<file path="src/ts_pkg.sv">
package ts_pkg;

    // word address width of the external DRAM
    localparam int DRAM_ADDR_W = 21;

    // address width of one line buffer bank (512 entries)
    localparam int LINE_ADDR_W = 9;

    // render task as posted by the host
    typedef struct packed {
        // first TS-line address the sprite lands on
        logic [LINE_ADDR_W-1:0] x_coord;
        // render cycles minus one, one cycle is 8 pixels
        logic [2:0]             x_size;
        // mirror the sprite in X
        logic                   flip;
        // dword within the bitmap line
        logic [5:0]             addr;
        // bitmap line, already resolved by the host
        logic [8:0]             line;
        // first bitmap page, bits 2..0 ignored
        logic [7:0]             page;
        // palette selector, upper nibble of the CRAM index
        logic [3:0]             pal;
    } ts_task_t;

    // four phases of one DRAM cycle
    typedef enum logic [1:0] {
        c0 = 2'd0,
        c1 = 2'd1,
        c2 = 2'd2,
        c3 = 2'd3
    } dram_phase_t;

    // read request toward the external memory
    typedef struct packed {
        logic                   en;
        logic [DRAM_ADDR_W-1:0] addr;
    } dram_rd_t;

    // pixel write into the line buffer
    typedef struct packed {
        logic                   we;
        logic [LINE_ADDR_W-1:0] waddr;
        // palette in 7..4, pixel in 3..0
        logic [7:0]             wdata;
    } ts_wr_t;

endpackage

</file>
<file path="src/ts_dram_port.sv">
module ts_dram_port (
    input  logic                           clk,
    input  logic                           reset,
    input  logic                           dram_req,
    input  logic [ts_pkg::DRAM_ADDR_W-1:0] dram_addr,
    output ts_pkg::dram_rd_t               mem_rd,
    input  logic [15:0]                    mem_rdata,
    output logic [15:0]                    dram_rdata,
    output logic                           dram_pre_next,
    output logic                           dram_next
);

    ts_pkg::dram_phase_t            phase;
    logic                           active;
    logic [ts_pkg::DRAM_ADDR_W-1:0] addr_lat;
    logic [15:0]                    data_lat;

    // phases run free, a cycle is used only if requested at c0
    always_ff @(posedge clk)
    begin
        if (reset)
        begin
            phase  <= ts_pkg::c0;
            active <= 1'b0;
        end
        else
        begin
            phase <= ts_pkg::dram_phase_t'(phase + 2'd1);
            if (phase == ts_pkg::c0)
                active <= dram_req;
        end
    end

    // address sampled at c0, presented during c1
    always_ff @(posedge clk)
    begin
        if (phase == ts_pkg::c0 && dram_req)
            addr_lat <= dram_addr;
    end

    // memory answers during c2, held for the renderer through c3
    always_ff @(posedge clk)
    begin
        if (phase == ts_pkg::c2 && active)
            data_lat <= mem_rdata;
    end

    always_comb
    begin
        mem_rd.en   = active && (phase == ts_pkg::c1);
        mem_rd.addr = addr_lat;
    end

    // pre_next lets the renderer count words one phase early
    assign dram_pre_next = active && (phase == ts_pkg::c2);
    assign dram_next     = active && (phase == ts_pkg::c3);
    assign dram_rdata    = data_lat;

endmodule

</file>
<file path="config.mk">
export PLATFORM = sky130hd
export DESIGN_NAME = ts_dram_port
export DESIGN_NICKNAME = d
export VERILOG_FILES = /design/src/ts_pkg.sv /design/src/ts_dram_port.sv
export SDC_FILE = /design/constraint.sdc
export NUM_CORES = 1
export LEC_CHECK = 0
export BUFFER_PORTS_ARGS = -buffer_cell sky130_fd_sc_hd__buf_4
export CAP_MARGIN = 20
export CORE_AREA = 2 2 64 66
export CTS_CLUSTER_SIZE = 24
export DETAILED_ROUTE_END_ITERATION = 6
export DIE_AREA = 0 0 66 68
export GPL_TIMING_DRIVEN = 0
export PLACE_DENSITY_LB_ADDON = 0.05
export SLEW_MARGIN = 20
export SYNTH_ARGS = -nofsm -noshare
export SYNTH_HDL_FRONTEND = slang
export SYNTH_SLANG_ARGS = --single-unit
</file>
<file path="constraint.sdc">
create_clock -name clk -period 1.6 [get_ports clk]
set_clock_uncertainty 0.05 [all_clocks]
set_input_delay 0.08 -clock clk [delete_from_list [all_inputs] [get_ports clk]]
set_output_delay 0.08 -clock clk [all_outputs]
set_load 0.005 [all_outputs]
</file>
### After elaboration in Yosys (flattened, before gate mapping)

Cells that the tools add are included.

* divide/modulo/power cells: 0
* reduce and logical (&&, ||, !) cells: 5
* multipliers: 0
* bitwise logic cells: 0
* $add $sub $neg: 1
* multiplexer cells: 0
* order comparisons: 0
* shift operators: 0
* equality and inequality tests: 3

Operator list (count)
* $eq 2x2->1 const B: 2
* $logic_and 1x1->1: 4
* $add 2x1->2 const B: 1
* $eq 2x1->1 const B: 1
* $logic_not 2->1: 1

* bits in registers: 40
* ROM bits: 0
* RAM bits: 0
* latch bits: 0
* output and inout port bits: 40
* bits of input ports: 40
* word-level logic and storage cells: 13
* memories kept: 0

### Depth between registers and ports, before layout

* depth in word-level cells: 2
* depth in mapped cells: 4
* depth with buffers taken out: 4

### Worst setup path after synthesis

OpenSTA, ideal clock, no wires.

* kind: reg-to-reg
* from: register phase[0]
* to: register data_lat[0], in the netlist dram_rdata[0], enable pin
* library setup time: 375 ps
* cell stages (with the launch flop): 4
* slack: 180 ps
* required time: 1175 ps
* buffers on the path: 0
* arrival: 995 ps
* period minus slack after synthesis: 1420 ps
* path through: dfxtp_1 > inv_1 > ha_1 > and2_1

* longest elaborated chain between the ends: 2

RTL lines
* start: declaration: RTL line ts_dram_port.sv:13 `ts_pkg::dram_phase_t phase;`
* start signal: assignment: RTL line ts_dram_port.sv:23 `phase <= ts_pkg::c0;`
* start signal: assignment: RTL line ts_dram_port.sv:28 `phase <= ts_pkg::dram_phase_t'(phase + 2'd1);`
* $eq 2x2->1
* $logic_and 1x1->1
* named net dram_pre_next: RTL line ts_dram_port.sv:9 `output logic dram_pre_next,`
* end signal: assignment: RTL line ts_dram_port.sv:45 `data_lat <= mem_rdata;`
* end: declaration: RTL line ts_dram_port.sv:16 `logic [15:0] data_lat;`

The timed path passes the listed nets, and every way through them passes these cells.
A chain may end at the register's enable or synchronous reset.

### Final worst setup path

* from: register phase[0]
* to: register addr_lat[10] (netlist name), enable pin

* longest elaborated chain between the ends: 2

RTL lines
* $logic_not 2->1: RTL line ts_dram_port.sv:37 `if (phase == ts_pkg::c0 && dram_req)`
* $logic_and 1x1->1: RTL line ts_dram_port.sv:37
* end signal: assignment: RTL line ts_dram_port.sv:38 `addr_lat <= dram_addr;`
* end: declaration: RTL line ts_dram_port.sv:15 `logic [ts_pkg::DRAM_ADDR_W-1:0] addr_lat;`

Every way passes these cells.

==> run_results.csv <==
group,metric,value,unit
layout,final_common_cell,"buf_4",
synthesis,netlist.area_leader.share,86.89,%
clocking,tritoncts,"built",
layout,final_cell_mix,"buf_4, dlygate4sd3_1, edfxtp_1",
floorplanning,ioPinCount,80,
route,wirelength,2919,um
route,drc,0,
layout,drive_above_1_share,49.44,%
floorplanning,dieArea,4488,sq um
synthesis,ys_ff_latch,40,
sta,worst_slew_pin_slew,0.4468,ns
route,post_drt_wl_per_cell,12.69,um
global_routing,grt_pass1_vias,969,
synthesis,ys_seq_area_share,91.59,%
global_routing,gr-total-overflow,0,
placed_design,place_congestion,0.6971,
floorplanning,fp.dieW,66,um
clocking,clock-sinks,40,
clocking,numCtsBuffers,5,
route,drtPass1Iterations,4,
worst_hold_path,hold_class,"reg -> reg",
route,via_per_inst,4.039,
route,ant_nets,0,
synthesis,syn-num-nets,98,
layout,area_delta_synth_final,88.85,%
sta,finalSetupTns,0,ns
sta,final_max_slew_viol_count,0,
critical_path,crit_type,"reg -> reg",
synthesis,ys_types,9,
placed_design,io_buffers,79,
floorplanning,fp-row-count,23,
run,maxCapViolCount,0,
synthesis,yosysWarnings,0,
clocking,post-cts-setup-buffers,0,
critical_path,cp-end-kind,"flop",
layout,num-nets-final,223,
critical_path,r2r_setup_slack,0.14,ns
critical_path,worstPathMaxFanout,21,
critical_path,r2r-start,"phase[0]$_SDFF_PP0_",
synthesis,synthXorXnorAreaFrac,0,%
critical_path,reg2reg_depth,3,
worst_hold_path,holdPathStages,1,
floorplanning,core-area,3856,sq um
sta,fmax,685.5,MHz
critical_path,cp-start-kind,"flop",
critical_path,cp.arrival,1.34,ns
route,drtIter0Drc,54,
layout,multiInputGateArea,102.6,sq um
clocking,htreeDepth,2,
sta,relSlewSlack,70.21,%
sta,setup_violations,0,
sta,rsz0062_at_grt,"no",
sta,post-route-period-util,91.17,%
synthesis,synthMuxAreaShare,0.7828,%
worst_hold_path,min_from,"phase[0]$_SDFF_PP0_",
floorplanning,start_util,33.16,%
global_routing,grt_max_degree,22,
power_and_ir_drop,vdd_drop_max,0.4701,mV
power_and_ir_drop,powerDensity,875.6,nW/um^2
synthesis,syn_area_per_cell,23.68,sq um
synthesis,synthAdderAreaFrac,3.914,%
global_routing,antenna_found_initial,0,
synthesis,syn-cell-area,1279,sq um
clocking,path_clk_slew,0.08,ns
layout,register_area,1171,sq um
synthesis,synth-simple-area-share,3.131,%
sta,finalCriticalPeriod,1.459,ns
sta,hold_viol_final,0,
layout,final.fill_count,317,
synthesis,synth_cells,54,
route,via_count,929,
synthesis,synth_top_area_cell,"edfxtp_1",
floorplanning,die_y,68,um
global_routing,grt_pass1_wl,4347,um
synthesis,synth_compound_area_share,0,%
critical_path,critical_path.startpoint,"phase[0]$_SDFF_PP0_",
clocking,cts_root_buffer,"clkbuf_8",
power_and_ir_drop,power,2.115,mW
clocking,clkLatencyLatePin,0.28,ns
global_routing,grt_util_all_layers,13.91,%
run_status,status,"completed",
synthesis,synth_top_family_by_area,"adder cells",
clocking,clock_path_buffers,2,
power_and_ir_drop,p_leak,1.022,nW
layout,insertedDiodeCount,0,
synthesis,yosys-top-cells-area,"edfxtp_1, dfxtp_1, ha_1",
critical_path,required,1.49,ns
## through the flow
stage	setup slack, ns	util [%]	instance area [sq um]	std cells	hold WS, ns
after floorplan	0.1801	-	1279	54	0.09669
after CTS	0.1216	62.62	2415	230	0.4368
after global placement	0.03664	50.16	1934	183	0.2084
after global routing	0.01318	62.62	2415	230	0.4414
final	0.1412	62.62	2415	230	0.4318
after detailed placement	0.01033	50.16	1934	183	0.2093
## metal layers
layer  up-vias  GRT usage (%)  routed length, um
li1        449              -                  -
met1       418          14.81               1120
met2        60          24.24               1502
met3         2          5.757                274
met4         0          6.378                 21
met5         -              0                  0
## critical path, stage by stage (launching register included)
cell and delay [ns]:
dfxtp_1 0.34, inv_1 0.08, ha_1 0.18, and2_2 0.44
## worst paths after layout
| check | to |
|---|---|
| hold reg to reg | phase[0]$_SDFF_PP0_ |
| setup reg to reg | addr_lat[10]$_DFFE_PP_ |
| setup / recovery | addr_lat[10]$_DFFE_PP_ |
| hold / removal | phase[0]$_SDFF_PP0_ |
## power by group
part           leakage (nW)  switching (mW)  internal [mW]
clock                0.0479           0.339          0.304
combinational         0.607          0.0788          0.178
sequential            0.367          0.0167           1.20
## synthesized netlist by cell type
cell type  instances
nor2b_1            1
nor2_1             2
ha_1               4
and2_2             1
edfxtp_1          37
and2_1             3
mux2i_1            1
dfxtp_1            3
inv_1              2
## flip-flops by register name, summed over array words and instances, names as in the netlist
register and cells:
addr_lat 21, dram_rdata 16, phase 2, active 1
## cells by family (layout without fill, tap and decap cells)
family	after synthesis	count (layout)
muxes	1	1
DFF	40	40
adders and majority gates	4	4
and+or+nand+nor	7	7
buffers and inverters	2	128
## cell type report
| type | count | area share [%] |
|---|---|---|
| Clock inverter | 3 | 0.7772 |
| Timing Repair Buffer | 118 | 40.73 |
| Inverter | 2 | 0.3109 |
| Multi-Input combinational cell | 12 | 4.249 |
| Clock buffer | 5 | 2.850 |
| Sequential cell | 40 | 48.50 |
| Tap cell | 50 | 2.591 |
## timing repair
item,4_1_cts,5_1_grt
gates resized for setup,2,0
hold buffers,39,0
hold endpoints to repair,40,0
setup endpoints to repair,13,0
Power figures use the tool's default switching activity.
