<file path="src/ts_pkg.sv">
package ts_pkg;

    // word address width of the external DRAM
    localparam int DRAM_ADDR_W = 21;

    // address width of one line buffer bank (512 entries)
    localparam int LINE_ADDR_W = 9;

    // render task as posted by the host
    typedef struct packed {
        // first TS-line address the sprite lands on
        logic [LINE_ADDR_W-1:0] x_coord;
        // render cycles minus one, one cycle is 8 pixels
        logic [2:0]             x_size;
        // mirror the sprite in X
        logic                   flip;
        // dword within the bitmap line
        logic [5:0]             addr;
        // bitmap line, already resolved by the host
        logic [8:0]             line;
        // first bitmap page, bits 2..0 ignored
        logic [7:0]             page;
        // palette selector, upper nibble of the CRAM index
        logic [3:0]             pal;
    } ts_task_t;

    // four phases of one DRAM cycle
    typedef enum logic [1:0] {
        c0 = 2'd0,
        c1 = 2'd1,
        c2 = 2'd2,
        c3 = 2'd3
    } dram_phase_t;

    // read request toward the external memory
    typedef struct packed {
        logic                   en;
        logic [DRAM_ADDR_W-1:0] addr;
    } dram_rd_t;

    // pixel write into the line buffer
    typedef struct packed {
        logic                   we;
        logic [LINE_ADDR_W-1:0] waddr;
        // palette in 7..4, pixel in 3..0
        logic [7:0]             wdata;
    } ts_wr_t;

endpackage

</file>
<file path="src/ts_task_queue.sv">
module ts_task_queue #(
    parameter int TASK_DEPTH = 4
) (
    input  logic             clk,
    input  logic             reset,
    input  logic             line_start,
    input  logic             task_valid,
    input  ts_pkg::ts_task_t task_data,
    input  logic             mem_rdy,
    output logic             tsr_go,
    output ts_pkg::ts_task_t tsr_task,
    output logic             task_overflow
);

    // a depth of one still needs a one bit pointer
    localparam int PTR_W = (TASK_DEPTH > 1) ? $clog2(TASK_DEPTH) : 1;
    localparam int CNT_W = $clog2(TASK_DEPTH + 1);

    ts_pkg::ts_task_t fifo [TASK_DEPTH];

    logic [PTR_W-1:0] wr_ptr;
    logic [PTR_W-1:0] rd_ptr;
    logic [CNT_W-1:0] count;
    logic             full;
    logic             empty;
    logic             push;
    logic             pop;
    logic             go_d;

    // circular increment, depth need not be a power of two
    function automatic logic [PTR_W-1:0] ptr_inc(input logic [PTR_W-1:0] ptr);
        logic [PTR_W-1:0] nxt;
        if (ptr == PTR_W'(TASK_DEPTH - 1))
            nxt = '0;
        else
            nxt = ptr + 1'b1;
        return nxt;
    endfunction

    assign full  = (count == CNT_W'(TASK_DEPTH));
    assign empty = (count == '0);

    // a task arriving on a full queue is lost
    assign push = task_valid && !full && !line_start;

    // renderer ready and no start in flight from the last clock
    assign pop = !empty && mem_rdy && !go_d && !line_start;

    assign tsr_go   = pop;
    assign tsr_task = fifo[rd_ptr];

    always_ff @(posedge clk)
    begin
        if (reset || line_start)
        begin
            wr_ptr <= '0;
            rd_ptr <= '0;
            count  <= '0;
        end
        else
        begin
            if (push)
                wr_ptr <= ptr_inc(wr_ptr);
            if (pop)
                rd_ptr <= ptr_inc(rd_ptr);
            // count only moves when exactly one side is active
            case ({push, pop})
                2'b10: count <= count + 1'b1;
                2'b01: count <= count - 1'b1;
                default: count <= count;
            endcase
        end
    end

    // task storage
    always_ff @(posedge clk)
    begin
        if (push)
            fifo[wr_ptr] <= task_data;
    end

    always_ff @(posedge clk)
    begin
        if (reset)
            go_d <= 1'b0;
        else
            go_d <= pop;
    end

    // sticky until the next line
    always_ff @(posedge clk)
    begin
        if (reset || line_start)
            task_overflow <= 1'b0;
        else if (task_valid && full)
            task_overflow <= 1'b1;
    end

endmodule

</file>
<file path="config.mk">
export PLATFORM = sky130hd
export DESIGN_NAME = ts_task_queue
export DESIGN_NICKNAME = d
export VERILOG_FILES = /design/src/ts_pkg.sv /design/src/ts_task_queue.sv
export SDC_FILE = /design/constraint.sdc
export NUM_CORES = 1
export LEC_CHECK = 0
export BUFFER_PORTS_ARGS = -buffer_cell sky130_fd_sc_hd__buf_2
export CAP_MARGIN = 10
export CORE_ASPECT_RATIO = 1.75
export CORE_MARGIN = 5
export CORE_UTILIZATION = 33
export CTS_CLUSTER_DIAMETER = 60
export DETAILED_ROUTE_END_ITERATION = 8
export PLACE_DENSITY = 0.62
export SLEW_MARGIN = 25
export SYNTH_ARGS = -nofsm -noshare
export SYNTH_HDL_FRONTEND = slang
export SYNTH_SLANG_ARGS = --single-unit
export TNS_END_PERCENT = 20
</file>
<file path="constraint.sdc">
create_clock -name clk -period 2.2 [get_ports clk]
set_clock_uncertainty 0.1 [all_clocks]
set_input_delay 0.33 -clock clk [delete_from_list [all_inputs] [get_ports clk]]
set_output_delay 0.33 -clock clk [all_outputs]
set_load 0.02 [all_outputs]
</file>
; Word-level counts from Yosys, hierarchy flattened
; Memory sizes are Yosys's and may differ from the RTL's. A register that Yosys moved wholly into a read port is not among the register bits.
; Index checks and enable logic that the tools add are counted.
[totals]
reg_bits = 9
ramBits = 160
input_bits = 45
out_inout_bits = 42
elab_cells = 35
memories = 1
[op_classes]
addsub = 4
eq_ne = 5
n_mux = 7
n_reduce_logical = 13
[mem_list]
columns = memory, depth, width, read_ports, rd_clocked_by_memory_dff, write_ports, line_no
row1 = fifo, 4, 40, 1, 1, 1, ts_task_queue.sv:19  ; ts_pkg::ts_task_t fifo [TASK_DEPTH];
[ops]
columns = op, n
row1 = 2-bit two-way mux, 4
row2 = 2-bit equality test (second input constant), 3
row3 = 1-bit logical AND, 6
row4 = 3-bit case mux with 2 select lines, 1
row5 = 2-bit by 1-bit adder with 2-bit output (second input constant), 2
row6 = 1-bit zero test, 4
row7 = 3-bit by 1-bit adder with 3-bit output (second input constant), 1
row8 = 3-bit equality test (second input constant), 1
row9 = 3-bit zero test, 1
row10 = 3-bit by 1-bit subtractor with 3-bit output (second input constant), 1
row11 = 2-bit by 1-bit equality test with 1-bit output (second input constant), 1
row12 = 1-bit two-way mux, 2
row13 = 2-bit nonzero test, 1
row14 = 1-bit logical OR, 1

; Logic depth before layout (Yosys ltp)
[depth]
depth_word = 7
mapped_depth = 8
depth_no_buf = 8

; Least setup slack after synthesis
; OpenSTA, ideal clock, no wires.
[synth_timing]
kind = input port to flip-flop
from = in line_start
to = reg count[2]
setup_time_ns = 0.070
arrival_time_ns = 2.051
required_ns = 2.030
setup_slack_ns = -0.021
stages = 7
path_buffers = 0
cell_sequence = or3b_4 -> nor2_1 -> ha_1 -> fa_1 -> xnor2_1 -> or3_1 -> a21oi_1
[synth_via]
elab_chain_len = 4
word_cells_on_any_way = 8
classes_between = eq/ne: 2 / mux: 1 / reduce/logical: 5
[synth_lines]
columns = element, line_no
row1 = from (decl), ts_task_queue.sv:6  ; input logic line_start,
row2 = 1-bit zero test (*), ts_task_queue.sv:47  ; assign pop = !empty && mem_rdy && !go_d && !line_start;
row3 = 1-bit logical AND (*), ts_task_queue.sv:47
row4 = named net tsr_go, ts_task_queue.sv:10  ; output logic tsr_go,
row5 = 2-bit by 1-bit equality test with 1-bit output or 2-bit equality test (tied branches), ts_task_queue.sv:67  ; case ({push, pop})
row6 = 3-bit case mux with 2 select lines or 2-bit nonzero test (tied branches), n/a
row7 = to (signal assigned), ts_task_queue.sv:68  ; 2'b10: count <= count + 1'b1;
row8 = to (signal assigned), ts_task_queue.sv:69  ; 2'b01: count <= count - 1'b1;
row9 = to (signal assigned), ts_task_queue.sv:70  ; default: count <= count;
row10 = to (decl), ts_task_queue.sv:23  ; logic [CNT_W-1:0] count;
; The timed path passes the listed nets; every way through them passes the cells marked *.
; A chain may end at the register's enable or synchronous reset.

==> results.toml <==
[placement]
numPortBuffers = 86
gp_congestion = 0.6838
dp_hpwl_um = 7560
place_inst = 598

[grt]
gr-usage-all-layers_pct = 11.42
grt_max_degree = 41
grt_pass1_vias = 3328
overflow = 0
grt_antenna_before_repair = 2
grt_pass1_wl_um = 18430

[sta]
hold_viol = 0
worstMarginPinSlew_ns = 0.2857
finalCriticalPeriod_ns = 2.172
rsz0062_at_grt = "true"
max_freq_mhz = 460.3
tns_ns = 0
setup_violations = 0
finalMaxSlewViolations = 0
slew_headroom_pct = 80.95
fin_hold_ws_ns = 0.02602
finalCritPeriodShare_pct = 98.74

[cts]
path_clk_slew_ns = 0.06
htreeDepth = 4
clk_latency_ns = 0.42
cts_buffer_depth = 2
numCtsBuffers = 17
cts_root_buffer = "clkbuf_16"
numClockSinks = 171
cts_tree = "built"

[yosys]
ys_top_cells_by_area = "edfxtp_1 76%, mux4_2 14%, dfxtp_1 3.5%"
yosys_warnings = 0
yosys.area_share.simple_pct = 2.220
synth-async-reset-ratio_pct = 0
synth_mux_area_share_pct = 14.59
ys_ff_latch = 171
netlist_instances = 266
netlist_area_mm2 = 0.006314
yosysSeqAreaShare_pct = 79.59
synth_top_family_by_area = "multiplexers"
ys.flop_type = "edfxtp_1"
synthAdderAreaFrac_pct = 1.506
synth_edf_count = 160
yosysTopAreaCell = "edfxtp_1"
synthXorXnorAreaFrac_pct = 0.2774
synth_top_area_share_pct = 76.10
ys_types = 29
synth-compound-area-share_pct = 0.8125
syn-num-nets = 318
synth.avg_cell_area_um2 = 23.74

[cells_and_area]
fin_cells = 634
finalNetCount = 432
seq_area_mm2 = 0.005039
syn2layout_area_growth_pct = 23.90
n_fill_cell = 1650
antenna_cells = 0
multiInputGateArea_mm2 = 0.001244
final_layout_size_suffix_gt1_share_pct = 48.35

[route]
dr.pass1.iters = 4
drtIter0Drc = 148
wl_per_cell_um = 18.85
via_per_inst = 4.779
ant_nets = 0
route.detailed.drc = 0
via_count = 3030
routed_wl_um = 11950

[floorplanning]
start_util_pct = 33.18
die_x_um = 114.6
die_area_mm2 = 0.02211
die_h_um = 193.0
core_region_area_mm2 = 0.01903
rows = 67
io_pins = 87

[min_path]
min_path_type = "in -> reg"

[status]
status = "finished clean"

[power_and_ir_drop]
p_leak_nw = 2.618
vdd_drop_max_uv = 437.2
power_density_mw_per_mm2 = 848.9

[worst_setup_path]
cp_max_fo = 16
cp_data_arrival_time_ns = 1.74
crit_type = "reg -> out"
cp-start-kind = "flip-flop"
crit_required_ns = 1.77
cp-end-kind = "output pin"

[run]
cap_violations = 0
stage by stage:
step	utilization (%)	power (mW)	setup slack [ns]	area, um2
after global placement	37.87	3.938	0.03390	7206
final	41.11	6.641	0.02767	7823
after floorplan	-	3.813	0.05073	6316
after CTS	40.92	6.724	-0.03467	7787
after detailed placement	37.87	3.952	-0.09820	7206
after global routing	41.11	6.874	-0.05165	7823
critical path: stages, from the launching register on:
cell and delay, ns:
dfxtp_4 0.40, buf_12 0.19, mux4_2 0.55, buf_2 0.18
cells by family after synthesis:
logic type,after synthesis
flops,171
compound gates,7
simple gates,24
fa+ha+maj,7
buf+inv,13
xor+xnor,2
mux,42
cells in the mapped netlist, drive strengths merged, types with 3 or more instances:
master	instances
and3	4
buf	8
dfxtp	11
edfxtp	160
ha	6
inv	3
mux4	40
nor2	7
cell usage in the layout, fill, tap and decap left out, types with 2 or more instances in the layout:
| cell | Yosys | final |
|---|---|---|
| mux2i_1 | 2 | 2 |
| nand4_1 | 2 | 2 |
| dlygate4sd3_1 | 0 | 2 |
| edfxtp_1 | 160 | 160 |
| clkinvlp_4 | 0 | 3 |
| a21oi_1 | 2 | 2 |
| inv_6 | 0 | 4 |
| clkbuf_16 | 0 | 17 |
| mux4_2 | 40 | 40 |
| o31ai_2 | 2 | 2 |
| clkinv_2 | 0 | 4 |
| nor2_1 | 7 | 6 |
| ha_1 | 6 | 6 |
| buf_12 | 0 | 7 |
| buf_4 | 4 | 10 |
| inv_1 | 2 | 2 |
| clkinv_1 | 0 | 2 |
| o21ai_0 | 2 | 2 |
| and3_2 | 0 | 4 |
| buf_2 | 0 | 84 |
| dfxtp_2 | 0 | 2 |
| buf_6 | 0 | 2 |
| nand2_1 | 2 | 2 |
| dfxtp_4 | 0 | 3 |
| dfxtp_1 | 11 | 6 |
power by group:
part,internal [mW],total (mW),switching (mW)
logic,0.113,0.268,0.155
clock network,1.55,2.76,1.20
registers,3.60,3.61,0.0121
total,5.27,6.64,1.37
metal layers:
layer,share of wire (%),global-route usage [%],wire length [um]
met1,37,12.29,4403
met2,57,20.61,6831
met3,4.0,3.592,484
met4,1.8,4.527,214
met5,0.15,0,18
path summary, 6_finish.rpt:
path                                     from            to  slack, ns  cells past startpoint
worst min-delay path            task_data[20]   fifo[0][20]       0.03                      1
worst max-delay path                flip-flop  tsr_task[34]       0.03                      3
worst min register to register      rd_ptr[1]     flip-flop       0.39                      2
worst max register to register       count[2]      count[2]       0.07                      8
cell type report:
class                   instances  area share (%)
clock buffers                  17           5.438
clock inverters                15           1.583
inverters                       3          0.1440
multi-input cells              82           15.90
flip-flops and latches        171           64.41
well taps                     241           3.855
repair buffers                105           8.669
state kept, by name (all words and copies together), names as in the netlist, named ones only:
name / count
go_d: 1
fifo: 160
wr_ptr: 2
task_overflow: 1
rd_ptr: 2
count: 3
what timing repair did:
item | 4_1_cts | 5_1_grt
hold endpoints to repair | 1 | 1
hold buffers | 1 | 1
buffers inserted | 2 | 0
setup endpoints to repair | 33 | 37
gates cloned | 0 | 0
resized for setup | 3 | 8
(Power assumes the default switching activity.)
