<file path="src/ts_pkg.sv">
package ts_pkg;

    // word address width of the external DRAM
    localparam int DRAM_ADDR_W = 21;

    // address width of one line buffer bank (512 entries)
    localparam int LINE_ADDR_W = 9;

    // render task as posted by the host
    typedef struct packed {
        // first TS-line address the sprite lands on
        logic [LINE_ADDR_W-1:0] x_coord;
        // render cycles minus one, one cycle is 8 pixels
        logic [2:0]             x_size;
        // mirror the sprite in X
        logic                   flip;
        // dword within the bitmap line
        logic [5:0]             addr;
        // bitmap line, already resolved by the host
        logic [8:0]             line;
        // first bitmap page, bits 2..0 ignored
        logic [7:0]             page;
        // palette selector, upper nibble of the CRAM index
        logic [3:0]             pal;
    } ts_task_t;

    // four phases of one DRAM cycle
    typedef enum logic [1:0] {
        c0 = 2'd0,
        c1 = 2'd1,
        c2 = 2'd2,
        c3 = 2'd3
    } dram_phase_t;

    // read request toward the external memory
    typedef struct packed {
        logic                   en;
        logic [DRAM_ADDR_W-1:0] addr;
    } dram_rd_t;

    // pixel write into the line buffer
    typedef struct packed {
        logic                   we;
        logic [LINE_ADDR_W-1:0] waddr;
        // palette in 7..4, pixel in 3..0
        logic [7:0]             wdata;
    } ts_wr_t;

endpackage

</file>
<file path="src/ts_render.sv">
module ts_render (
    input  logic                           clk,
    input  logic                           reset,
    input  logic                           line_start,
    input  logic                           tsr_go,
    input  ts_pkg::ts_task_t               tsr_task,
    output logic                           mem_rdy,
    output logic                           dram_req,
    output logic [ts_pkg::DRAM_ADDR_W-1:0] dram_addr,
    input  logic [15:0]                    dram_rdata,
    input  logic                           dram_pre_next,
    input  logic                           dram_next,
    output ts_pkg::ts_wr_t                 ts_wr
);

    logic                           init;
    logic [1:0]                     abort_cnt;
    logic                           strobe_ok;
    logic                           pre_next_ok;
    logic                           next_ok;
    logic [4:0]                     word_cnt;
    logic [ts_pkg::DRAM_ADDR_W-1:0] addr_start;
    logic [ts_pkg::DRAM_ADDR_W-1:0] addr_reg;
    logic [15:0]                    data_reg;
    logic [2:0]                     pix_cnt;
    logic                           render_on;
    logic                           reload;
    logic                           reload_stb;
    logic [ts_pkg::LINE_ADDR_W-1:0] start_x_d;
    logic [3:0]                     pal_d;
    logic                           flip_d;
    logic [ts_pkg::LINE_ADDR_W-1:0] waddr;
    logic [3:0]                     pal_r;
    logic                           flip_r;
    logic [3:0]                     pix;

    // line start aborts the task the same way reset does
    assign init = reset || line_start;

    // after an abort, a word already in flight in the DRAM port
    // still strobes for up to 3 clocks and must be ignored
    always_ff @(posedge clk)
    begin
        if (reset)
            abort_cnt <= 2'd0;
        else if (line_start)
            abort_cnt <= 2'd3;
        else if (abort_cnt != 2'd0)
            abort_cnt <= abort_cnt - 2'd1;
    end

    assign strobe_ok   = (abort_cnt == 2'd0);
    assign pre_next_ok = dram_pre_next && strobe_ok;
    assign next_ok     = dram_next && strobe_ok;

    // words left, bit 4 set means nothing left to fetch
    // loaded with 2 * (x_size + 1) - 1
    always_ff @(posedge clk)
    begin
        if (init)
            word_cnt <= 5'b10000;
        else if (tsr_go)
            word_cnt <= {1'b0, tsr_task.x_size, 1'b1};
        else if (pre_next_ok)
            word_cnt <= word_cnt - 5'd1;
    end

    assign mem_rdy  = word_cnt[4] && strobe_ok;
    assign dram_req = tsr_go || !word_cnt[4];

    // page[7:3], line, dword, word-in-dword
    assign addr_start = {tsr_task.page[7:3], tsr_task.line, tsr_task.addr, 1'b0};

    // only the low 7 bits step, a sprite never leaves its bitmap line
    // address is held until next, then steps on that very clock
    assign dram_addr = tsr_go ? addr_start
                              : {addr_reg[20:7], addr_reg[6:0] + 7'(next_ok)};

    always_ff @(posedge clk)
    begin
        addr_reg <= dram_addr;
    end

    // word to serialize
    always_ff @(posedge clk)
    begin
        if (next_ok)
            data_reg <= dram_rdata;
    end

    // pixel counter, bit 2 set means idle
    assign render_on = !pix_cnt[2];

    always_ff @(posedge clk)
    begin
        if (init)
            pix_cnt <= 3'b100;
        else if (next_ok)
            pix_cnt <= 3'b000;
        else if (render_on)
            pix_cnt <= pix_cnt + 3'd1;
    end

    // armed by go, fires on the first word of the new task
    always_ff @(posedge clk)
    begin
        if (init)
            reload <= 1'b0;
        else if (tsr_go)
            reload <= 1'b1;
        else if (next_ok)
            reload <= 1'b0;
    end

    assign reload_stb = reload && next_ok;

    // task fields held until the first word shows up
    // flipped sprites start at their right edge
    always_ff @(posedge clk)
    begin
        if (tsr_go)
        begin
            start_x_d <= tsr_task.x_coord
                       + (tsr_task.flip ? {3'd0, tsr_task.x_size, 3'b111} : 9'd0);
            pal_d     <= tsr_task.pal;
            flip_d    <= tsr_task.flip;
        end
    end

    always_ff @(posedge clk)
    begin
        if (reload_stb)
        begin
            pal_r  <= pal_d;
            flip_r <= flip_d;
        end
    end

    // +1 or -1 step, wraps at 512
    always_ff @(posedge clk)
    begin
        if (reload_stb)
            waddr <= start_x_d;
        else if (render_on)
            waddr <= waddr + {{8{flip_r}}, 1'b1};
    end

    // nibble order inside the word
    always_comb
    begin
        case (pix_cnt[1:0])
            2'd0: pix = data_reg[7:4];
            2'd1: pix = data_reg[3:0];
            2'd2: pix = data_reg[15:12];
            default: pix = data_reg[11:8];
        endcase
    end

    // pixel 0 is transparent
    always_comb
    begin
        ts_wr.we    = render_on && (pix != 4'd0);
        ts_wr.waddr = waddr;
        ts_wr.wdata = {pal_r, pix};
    end

endmodule

</file>
<file path="config.mk">
export PLATFORM = sky130hd
export DESIGN_NAME = ts_render
export DESIGN_NICKNAME = d
export VERILOG_FILES = /design/src/ts_pkg.sv /design/src/ts_render.sv
export SDC_FILE = /design/constraint.sdc
export NUM_CORES = 1
export LEC_CHECK = 0
export BUFFER_PORTS_ARGS = -buffer_cell sky130_fd_sc_hd__buf_2
export CAP_MARGIN = 10
export CORE_MARGIN = 8
export CORE_UTILIZATION = 30
export CTS_BUF_LIST = sky130_fd_sc_hd__clkbuf_16
export DETAILED_ROUTE_END_ITERATION = 10
export GPL_ROUTABILITY_DRIVEN = 0
export PLACE_DENSITY = 0.57
export SLEW_MARGIN = 15
export SYNTH_ARGS = -nofsm -noshare
export SYNTH_HDL_FRONTEND = slang
export SYNTH_SLANG_ARGS = --single-unit
</file>
<file path="constraint.sdc">
create_clock -name clk -period 5.9 [get_ports clk]
set_input_delay 0.59 -clock clk [delete_from_list [all_inputs] [get_ports clk]]
set_output_delay 0.59 -clock clk [all_outputs]
set_load 0.05 [all_outputs]
</file>
After elaboration in Yosys (flattened, before gate mapping)

Cells that the tools add are included.

Shift-type cells: 0
Bitwise logic cells: 0
Magnitude comparators: 0
Reductions and logical operators: 17
$add $sub $neg: 6
Muxes and demuxes: 13
Divide/modulo/power cells: 0
Equal/unequal tests: 3
Multiply operators: 0

Operators by type and width:

| kind                | count |
|---|---|
| $mux 21             | 1 |
| $mux 9              | 2 |
| $pmux 4 s3          | 1 |
| $mux 5              | 2 |
| $add 9x6->9         | 1 |
| $add 9x9->9         | 1 |
| $reduce_bool 2->1   | 4 |
| $add 7x1->7         | 1 |
| $mux 3              | 2 |
| $mux 6              | 1 |
| $logic_and 1x1->1   | 5 |
| $sub 5x1->5 const B | 1 |
| $logic_not 2->1     | 2 |
| $mux 2              | 2 |
| $reduce_bool 4->1   | 1 |
| $add 3x1->3 const B | 1 |
| $eq 2x1->1 const B  | 1 |
| $eq 2x2->1 const B  | 1 |
| $logic_not 1->1     | 2 |
| $logic_or 1x1->1    | 2 |
| $mux 1              | 2 |
| $ne 2x1->1 const B  | 1 |
| $reduce_or 2->1     | 1 |
| $sub 2x1->2 const B | 1 |

Logic and storage cells: 52
Memories: 0
Bits in read-only memories: 0
Output and inout bits: 41
Bits in writable memories: 0
Bits in latches: 0
Flip-flop bits (word level): 76

Logic depth before layout (Yosys ltp)

Word-level depth: 4
Depth in mapped cells: 11
Mapped depth without buffers: 10

Worst setup path before layout

Ideal clock, no wire load.

Path kind: register to output
Start: register abort_cnt[0]
End: output port dram_addr[6] in the netlist's numbering
Data arrival time: 3085 ps
Stages on the path, launching flop included: 12
Setup slack: 2225 ps
Cells stage by stage: dfxtp_1 -> inv_1 -> ha_1 -> buf_2 -> nand2_1 -> inv_1 -> ha_1 -> ha_1 -> and3_1 -> nand3_1 -> xor2_1 -> o21ai_0

Longest elaborated chain between the ends: 4

Ends and longest elaborated chain:

| item                     | RTL line        | text |
|---|---|---|
| start: declaration       | ts_render.sv:17 | `logic [1:0] abort_cnt;` |
| start signal: assignment | ts_render.sv:49 | `abort_cnt <= abort_cnt - 2'd1;` |
| $logic_not 2->1          | ts_render.sv:52 | `assign strobe_ok = (abort_cnt == 2'd0);` |
| $logic_and 1x1->1        | ts_render.sv:54 | `assign next_ok = dram_next && strobe_ok;` |
| $add 7x1->7              | ts_render.sv:77 | `: {addr_reg[20:7], addr_reg[6:0] + 7'(next_ok)};` |
| $mux 21                  | ts_render.sv:76 | `assign dram_addr = tsr_go ? addr_start` |
| end: declaration         | ts_render.sv:9  | `output logic [ts_pkg::DRAM_ADDR_W-1:0] dram_addr,` |

No other way between the ends.

Final worst setup path

Same ends and word-level chain as after synthesis.

==> results.md <==
Outcome:
- The run finished with clean final reports.

Die:
- The die is 124 um wide.
- The overall die area is 15500 um^2.
- The number of cell rows is 39.
- 103 I/O pins were placed.
- Measured along the y axis, the die boundary spans 124 um.
- The initial utilization of the core area, before any placement, comes to 0.308.
- The region available for standard cell placement spans 11500 um^2.

Clock tree:
- The number of resized instances in the post-cts repair step is 0.
- The number of buffers inserted during clock tree synthesis is 9.
- At the later pin of the worst-skew pair, clock insertion delay measures 0.33 ns.
- TritonCTS built the clock tree.
- The H-tree generated during clock tree synthesis spans 3 levels.
- The number of hold buffers added after CTS was 0.
- After clock tree synthesis, the clock-pin slew on the worst setup and hold paths is 0.06 ns.
- Counting along the longest clock path gives a buffer depth of 2.
- The tree is rooted in a sky130_fd_sc_hd__clkbuf_16.
- In this run the post-CTS setup repair buffer count came out at 0.
- The sink count of the clock tree is 76.

STA:
- The total negative slack is 0 ns.
- Setup violations remaining at the end of the flow were counted as 0.
- The count of final hold-check violations is 0.
- Derived from the worst setup path, the maximum achievable clock frequency is 265 MHz.
- On the final layout, the worst clock skew is 0.00429 ns.
- Measured against its own limit, the worst slew margin works out to 0.473.
- The post-route worst hold slack is 0.418 ns.
- The minimum period implied by the final worst setup slack is 3.77 ns.
- Setup repair after global routing left no endpoint under its margin.
- The final period utilization is 0.639.
- The measured slew at the worst slew-check pin is 0.789 ns.
- Once routing completed, OpenROAD measured the worst setup slack at 2.13 ns.
- The final count of pins violating max slew is 0.

Detailed routing:
- The total via count after detailed routing is 2504.
- The detail route stage leaves a number of antenna-violating nets equal to 0.
- The first detailed-routing pass took 6 iterations.
- In the final routed layout, each cell accounts on average for 13.8 um.
- The violation count after the first detailed-route iteration is 87.
- The final wirelength is 7.54 mm.
- For this run, design rule violations remaining after detail routing come to 0.
- After detailed routing, the number of vias per cell comes to 4.59.

Logic synthesis:
- The most used flip-flop cell after synthesis is sky130_fd_sc_hd__edfxtp_1.
- In the synthesized netlist the async set-or-reset flop fraction comes to 0.
- The number of flops mapped to enable cells by yosys is 44.
- The synthesis-stage register bit count is 76.
- The number of nets in the synthesized netlist is 381.
- The number of warnings issued by yosys is 0.
- In the synthesized netlist, the number of instances is 296.
- Synthesis instantiated 47 different standard cells from the library.
- Averaged over all synthesized cells, the footprint is 11.9 um^2.
- The sequential cell area fraction in the yosys report is 0.556.
- The synthesized netlist occupies a cell area of 3530 um^2.

Finish:
- The final net count is 483.
- The synthesis-to-finish area growth is 26.3%.
- The number of antenna repair diodes is 0.
- The proportion of layout cells with a drive suffix above 1 is 0.335.
- The filler cells instantiated in the layout total 1107.
- The register with the most flip-flops in the layout has 21 of them.

Global routing:
- For this run, global-route usage on met3 was measured as 0.0323.
- The first global-routing pass estimated 12.8 mm of wire.
- The maximum number of pins on one net before global-route repair is 50.
- The total track usage is 0.101.
- For this run, global-route usage on met1 was measured as 0.107.
- The most heavily used metal layer in global routing is met2.
- The via count of the first global-routing pass is 2747.
- The overall overflow remaining after global route is 0.
- For this run, global-route usage on met2 was measured as 0.173.
- The initial antenna violation count came to 0.

Worst hold path:
- The class of the tightest hold or removal check is reg -> reg.
- In this run the most critical hold path is launched from pal_d[2]$_DFFE_PP_.

Power:
- VDD sags by at most 163 uV.
- In this run the power spent charging and discharging nets is 371 uW.
- Cell internal power was estimated by the tool at 1.01 mW.
- The sequential share of power is 0.451.
- The share of total power dissipated in combinational logic is 0.172.
- After layout, the design draws a total of 1.38 mW.
- The leakage power summed over all cells is 1.89 nW.
- The total power per unit cell area is 310 nW/um^2.
- The clock group share of total power is 0.377.
- The fraction of power spent switching nets is 0.268.

Setup path:
- The data required time at the worst endpoint is 5.31 ns.
- The kind of end point of the critical path is an output pin.
- The critical path in this run is classified as reg -> out.
- The startpoint kind of the worst setup timing path is a flip-flop.
- In this run the worst path has a maximum fanout of 21.
- At the worst endpoint, the arrival time is 3.18 ns.
- The worst setup path startpoint is abort_cnt[0]$_SDFFE_PP0P_.
- The setup slack of the worst register-to-register path is 3.26 ns.
- The beginning of the worst register-to-register path is abort_cnt[0]$_SDFFE_PP0P_.

Placement:
- The HPWL after detailed placement is 5.80 mm.
- In this run the tool buffered the top-level ports with 99 buffer cells.
- The worst setup slack before clock tree synthesis is 2.46 ns.

Run:
- The number of maximum-capacitance violations is 0.
## kinds of logic after synthesis
kind of cell / synth area share
and+or+nand+nor: 0.108
DFF: 0.556
AOI/OAI and AO/OA: 0.0943
buffers and inverters: 0.0287
xor gates and xnor gates: 0.0571
muxes: 0.0705
adders and majority gates: 0.0858
## cell usage in the layout, fill, tap and decap left out, types with 8 or more instances in the layout
master                      netlist  routed
sky130_fd_sc_hd__buf_2            3      99
sky130_fd_sc_hd__edfxtp_1        44      44
sky130_fd_sc_hd__dfxtp_1         32      32
sky130_fd_sc_hd__nor2_1          23      23
sky130_fd_sc_hd__ha_1            21      21
sky130_fd_sc_hd__nand2_1         20      20
sky130_fd_sc_hd__inv_1           15      17
sky130_fd_sc_hd__mux2_2          15      15
sky130_fd_sc_hd__a21oi_1         14      14
sky130_fd_sc_hd__o21ai_0         13      13
sky130_fd_sc_hd__xnor2_1         12      12
sky130_fd_sc_hd__xor2_1          11      11
sky130_fd_sc_hd__clkbuf_16        0       9
sky130_fd_sc_hd__mux2i_1          8       8
## Yosys cell counts, types with 4 or more instances
master / n / area, um^2
sky130_fd_sc_hd__clkbuf_1: 5 / 18.8
sky130_fd_sc_hd__a222oi_1: 4 / 40.0
sky130_fd_sc_hd__mux2i_1: 8 / 80.1
sky130_fd_sc_hd__o21ai_0: 13 / 65.1
sky130_fd_sc_hd__dfxtp_1: 32 / 641
sky130_fd_sc_hd__nand2_1: 20 / 75.1
sky130_fd_sc_hd__edfxtp_1: 44 / 1320
sky130_fd_sc_hd__mux2_2: 15 / 169
sky130_fd_sc_hd__xnor2_1: 12 / 105
sky130_fd_sc_hd__a21oi_1: 14 / 70.1
sky130_fd_sc_hd__inv_1: 15 / 56.3
sky130_fd_sc_hd__nand2b_1: 4 / 25.0
sky130_fd_sc_hd__xor2_1: 11 / 96.3
sky130_fd_sc_hd__ha_1: 21 / 263
sky130_fd_sc_hd__nor2_1: 23 / 86.3
sky130_fd_sc_hd__nand3_1: 4 / 20.0
sky130_fd_sc_hd__and2_1: 4 / 25.0
## routing by layer
layer	routed length [um]	vias to the layer above
met4	172	0
met3	424	13
met1	3210	1163
met2	3720	59
li1	-	1269
met5	0	-
## critical path, stage by stage (launching register included)
cell                      delay, ns
sky130_fd_sc_hd__dfxtp_1       0.31
sky130_fd_sc_hd__inv_1         0.06
sky130_fd_sc_hd__ha_1          0.33
sky130_fd_sc_hd__nand2_1       0.12
sky130_fd_sc_hd__inv_1         0.59
sky130_fd_sc_hd__ha_1          0.30
sky130_fd_sc_hd__ha_1          0.18
sky130_fd_sc_hd__and3_1        0.20
sky130_fd_sc_hd__nand3_1       0.10
sky130_fd_sc_hd__xor2_1        0.15
sky130_fd_sc_hd__o21ai_0       0.20
sky130_fd_sc_hd__buf_2         0.31
## power groups by stage
| stage | registers, mW | clock network [mW] | logic, mW |
|---|---|---|---|
| floorplan | 0.642 | 0 | 0.167 |
| global placement | 0.634 | 0 | 0.236 |
| detailed placement | 0.636 | 0 | 0.240 |
| CTS | 0.625 | 0.543 | 0.241 |
| global route | 0.628 | 0.563 | 0.261 |
| finish | 0.624 | 0.521 | 0.238 |
## final cells by class
| type | instances | area [um^2] | area share |
|---|---|---|---|
| clock buffer | 9 | 225 | 0.0505 |
| clock inverter | 7 | 60.1 | 0.0135 |
| inverter | 17 | 63.8 | 0.0143 |
| multi-input combinational | 194 | 1470 | 0.329 |
| sequential | 76 | 1960 | 0.440 |
| tap | 143 | 179 | 0.0401 |
| timing repair buffer | 100 | 503 | 0.113 |
## metrics by stage
stage,cell area [um^2],std cells,utilization
global route,4460,546,0.389
finish,4460,546,0.389
detailed placement,4170,530,0.364
floorplan,3530,296,-
global placement,4170,530,0.364
CTS,4460,546,0.389
## final timing paths
kind / endpoint / cells after the start
max: dram_addr[6] / 11
min: pal_r[2]$_DFFE_PP_ / 0
max reg2reg: addr_reg[6]$_DFF_P_ / 10
min reg2reg: pal_r[2]$_DFFE_PP_ / 0
Note: power is estimated with default switching activity, not from simulation.
